**src/logic/run_control.sv**
```systemverilog
`default_nettype none
`timescale 1ns/10ps

module run_control (
  input  logic CLK,
  input  logic nRST,
  input  logic start,
  input  logic core_halt,
  input  logic req_valid,
  output logic req_ready,
  output logic run,
  output logic restart,
  output logic halted
);

  typedef enum logic [1:0] {IDLE, RUNNING, STOPPED} state_t;

  state_t state, state_next;

  always_ff @(posedge CLK, negedge nRST) begin
    if (!nRST) begin
      state <= IDLE;
    end else begin
      state <= state_next;
    end
  end

  always_comb begin
    state_next = state;
    case (state)
      IDLE, STOPPED: if (start) state_next = RUNNING;
      RUNNING:       if (core_halt) state_next = STOPPED;
      default:       state_next = IDLE;
    endcase
  end

  // restart clears PC and latches in the cycle before running.
  assign restart = start && state != RUNNING;

  assign run       = (state == RUNNING);
  assign halted    = (state == STOPPED);
  // the port owns the memories while the core is idle or halted.
  assign req_ready = (state == IDLE) || (state == STOPPED);

  a_port_vs_run: assert property (@(posedge CLK) disable iff (!nRST) req_ready |-> !run);

  // a request parked at a running core is held until accepted.
  a_req_held: assert property (@(posedge CLK) disable iff (!nRST)
    req_valid && run |=> req_valid);

endmodule

`default_nettype wire

```
**config.mk**
```make
export PLATFORM = sky130hd
export DESIGN_NAME = run_control
export DESIGN_NICKNAME = d
export VERILOG_FILES = /design/src/logic/run_control.sv
export SDC_FILE = /design/constraint.sdc
export NUM_CORES = 1
export LEC_CHECK = 0
export BUFFER_PORTS_ARGS = -buffer_cell sky130_fd_sc_hd__buf_2
export CAP_MARGIN = 20
export CORE_AREA = 2 2 39 41
export CTS_BUF_LIST = sky130_fd_sc_hd__clkbuf_4
export DETAILED_ROUTE_END_ITERATION = 16
export DIE_AREA = 0 0 41 43
export GPL_ROUTABILITY_DRIVEN = 0
export PLACE_DENSITY = 0.31
export SLEW_MARGIN = 40
export SYNTH_ARGS = -nofsm -noshare
export SYNTH_HDL_FRONTEND = slang
export SYNTH_SLANG_ARGS = --single-unit
```
**constraint.sdc**
```tcl
create_clock -name CLK -period 1.1 [get_ports CLK]
set_input_delay 0 -clock CLK [delete_from_list [all_inputs] [get_ports CLK]]
set_output_delay 0 -clock CLK [all_outputs]
set_load 0.05 [all_outputs]
```
==> results.py <==
metrics = {
    "routing": {
        "vias": 110,
        "wire_per_inst_um": 7.46,
        "drc": 0,
        "routed_wl_um": 276,
        "ant_nets": 0,
        "firstDrtPassIters": 2,
        "viasPerCell": 2.97,
        "drt_iter0_markers": 1,
    },
    "die": {
        "die_h_um": 43,
        "dieArea_mm2": 0.00176,
        "die_width_um": 41,
        "initial_core_util_pct": 7.59,
        "core_area_mm2": 0.00138,
        "fp-row-count": 14,
        "ios": 9,
    },
    "final_layout": {
        "syn_to_final_growth_pct": 98.8,
        "num_antenna_cells": 0,
        "regMostFlops": "state",
        "fillCellCount": 161,
        "reg.largest.list": "state: 2 flops",
        "fin_nets": 28,
        "fin_area_um2": 209,
        "drive_gt1_share_pct": 61.9,
        "post-route-util_pct": 15.1,
        "largest_register_ffs": 2,
    },
    "sta": {
        "final-hold-violation-count": 0,
        "finalSetupViolCount": 0,
        "layout_worst_path_cycle_share_pct": 94.5,
        "fmax_mhz": 962,
        "fin_crit_ns": 1.04,
        "grt_setup_unrepaired": "false",
        "drv_slew": 0,
        "finClkSkew_ns": 0.00364,
        "slew_headroom_pct": 83.4,
        "fin_tns_setup_ns": 0,
        "tightest_slew_ns": 0.251,
    },
    "synthesis": {
        "synth_edf_count": 0,
        "ys_types": 6,
        "synth-main-ff-cell": "dfrtp_1",
        "syn_area_um2": 105,
        "yosys_warnings": 0,
        "synth_most_common_cell": "inv_1",
        "syn_inst": 10,
        "synth_top_area_cell": "dfrtp_1",
        "synth-seq-area-share_pct": 47.6,
        "ys_top_cells_by_area": "dfrtp_1 (48%), a22o_1 (17%), nor2b_4 (13%), inv_1 (11%), nor2b_2 (8.3%)",
        "synth_nets": 15,
        "avgSynthCellArea_um2": 10.5,
        "synth-async-reset-ratio_pct": 100,
        "yosys-top-cells-count": "inv_1 (3), a22o_1 (2), dfrtp_1 (2)",
        "yosysTopAreaCellShare_pct": 47.6,
        "ys_ff_latch": 2,
    },
    "power": {
        "powerDensity_mw_per_mm2": 2340,
        "peakVddDrop_mv": 0.438,
        "cellLeakagePower_uw": 0.000111,
    },
    "global_routing": {
        "grt_max_degree": 5,
        "overflow": 0,
        "grt_pass1_vias": 123,
        "antenna_found_initial": 0,
        "grt_pass1_wl_um": 448,
        "grt_use_total_pct": 4.32,
    },
    "critical_path": {
        "cp_top_family": "flip-flops",
        "cp.arrival_ns": 1.04,
        "crit_path_end_kind": "output pin",
        "start_kind": "register",
        "cp_num_buf_inv": 1,
        "critical_path_required_ns": 1.10,
        "critPathMaxFanout": 4,
        "slowest_stage": "dfrtp_1",
        "path_cells": "nor2b_4 -> buf_4",
        "slowest_delay_ns": 0.39,
        "crit_type": "register to output pin",
        "ff2ff_setup_slack_ns": 0.23,
    },
    "cts": {
        "clkSlewWorstSetupHoldPaths_ns": 0.03,
        "cts_tree": "built",
        "cts_sinks": 2,
        "cts_buffers": 3,
        "clk_latency_ns": 0.22,
        "post-cts-setup-buffers": 0,
        "cts_root_buf": "clkbuf_4",
        "cts_buffer_depth": 2,
        "htree_levels": 1,
    },
    "hold_path": {
        "hp-class": "input port to register",
    },
    "placement": {
        "dp_hpwl_um": 227,
        "port_buffers": 7,
        "placed_cell_area_um2": 168,
    },
    "run_status": {
        "status": "finished clean",
    },
    "run": {
        "drv_cap": 0,
    },
}
==> kinds of logic after synthesis <==
logic type             synth area share [%]
and+or+nand+nor                        25.0
buffers and inverters                  10.7
DFF                                    47.6
AOI/OAI and AO/OA                      16.7
==> power breakdown <==
group,internal (µW),switching [µW]
registers,89.8,17.8
logic,76.5,148
clock network,120,37.8
==> repair_timing <==
| action | CTS | global route |
|---|---|---|
| gates resized for setup | 2 | 1 |
| setup endpoints to repair | 2 | 1 |
| hold buffers | 1 | 0 |
| pin swaps | 0 | 0 |
| endpoints found under the hold margin | 2 | 0 |
==> stage by stage <==
stage / instances / total power, µW / setup WS (ns) / hold slack (ns)
finish: 37 / 490 / 0.0610 / 0.0133
detailed placement: 33 / 316 / 0.217 / -0.212
CTS: 37 / 496 / 0.0350 / 0.00869
floorplan: 10 / 274 / 0.0734 / -0.296
global placement: 33 / 313 / 0.221 / -0.213
global route: 37 / 512 / 0.0123 / 0.0354
==> cell type report <==
type	instances	area, µm²	area share, %
Clock buffer	3	22.5	10.8
Inverter	3	11.3	5.39
Multi-Input combinational cell	5	51.3	24.6
Sequential cell	2	50.0	24.0
Tap cell	16	20.0	9.58
Timing Repair Buffer	8	53.8	25.7
==> worst register-to-register path, cell delays in order (launching register included) <==
cell and delay, ns:
dfrtp_1 0.40, nor2b_4 0.14, a22o_1 0.22
==> metal layers <==
layer / share of wire, % / vias up / wire length [µm] / global-route usage (%)
li1: - / 55 / - / -
met4: 0 / 0 / 0 / 6.00
met1: 44 / 47 / 121 / 4.18
met3: 21 / 0 / 57 / 3.66
met5: 0 / - / 0 / 0
met2: 35 / 8 / 97 / 4.38
==> layout by cell type (no fill, tap or decap), drive strengths merged <==
master       n
a22o         2
nor2         1
nor2b        2
inv          3
dfrtp        2
clkbuf       3
buf          7
dlygate4sd3  1
==> worst paths after layout <==
check / cells past startpoint / to / startpoint
worst min-delay path: 2 / state[1]$_DFFE_PN0P_ / core_halt
worst min register to register: 2 / state[0]$_DFFE_PN0P_ / state[0]$_DFFE_PN0P_
worst max-delay path: 2 / run / state[0]$_DFFE_PN0P_
min in group asynchronous: 2 / state[1]$_DFFE_PN0P_ / nRST
worst max register to register: 2 / state[1]$_DFFE_PN0P_ / state[1]$_DFFE_PN0P_
max in group asynchronous: 2 / state[0]$_DFFE_PN0P_ / nRST
(Power assumes the default switching activity.)
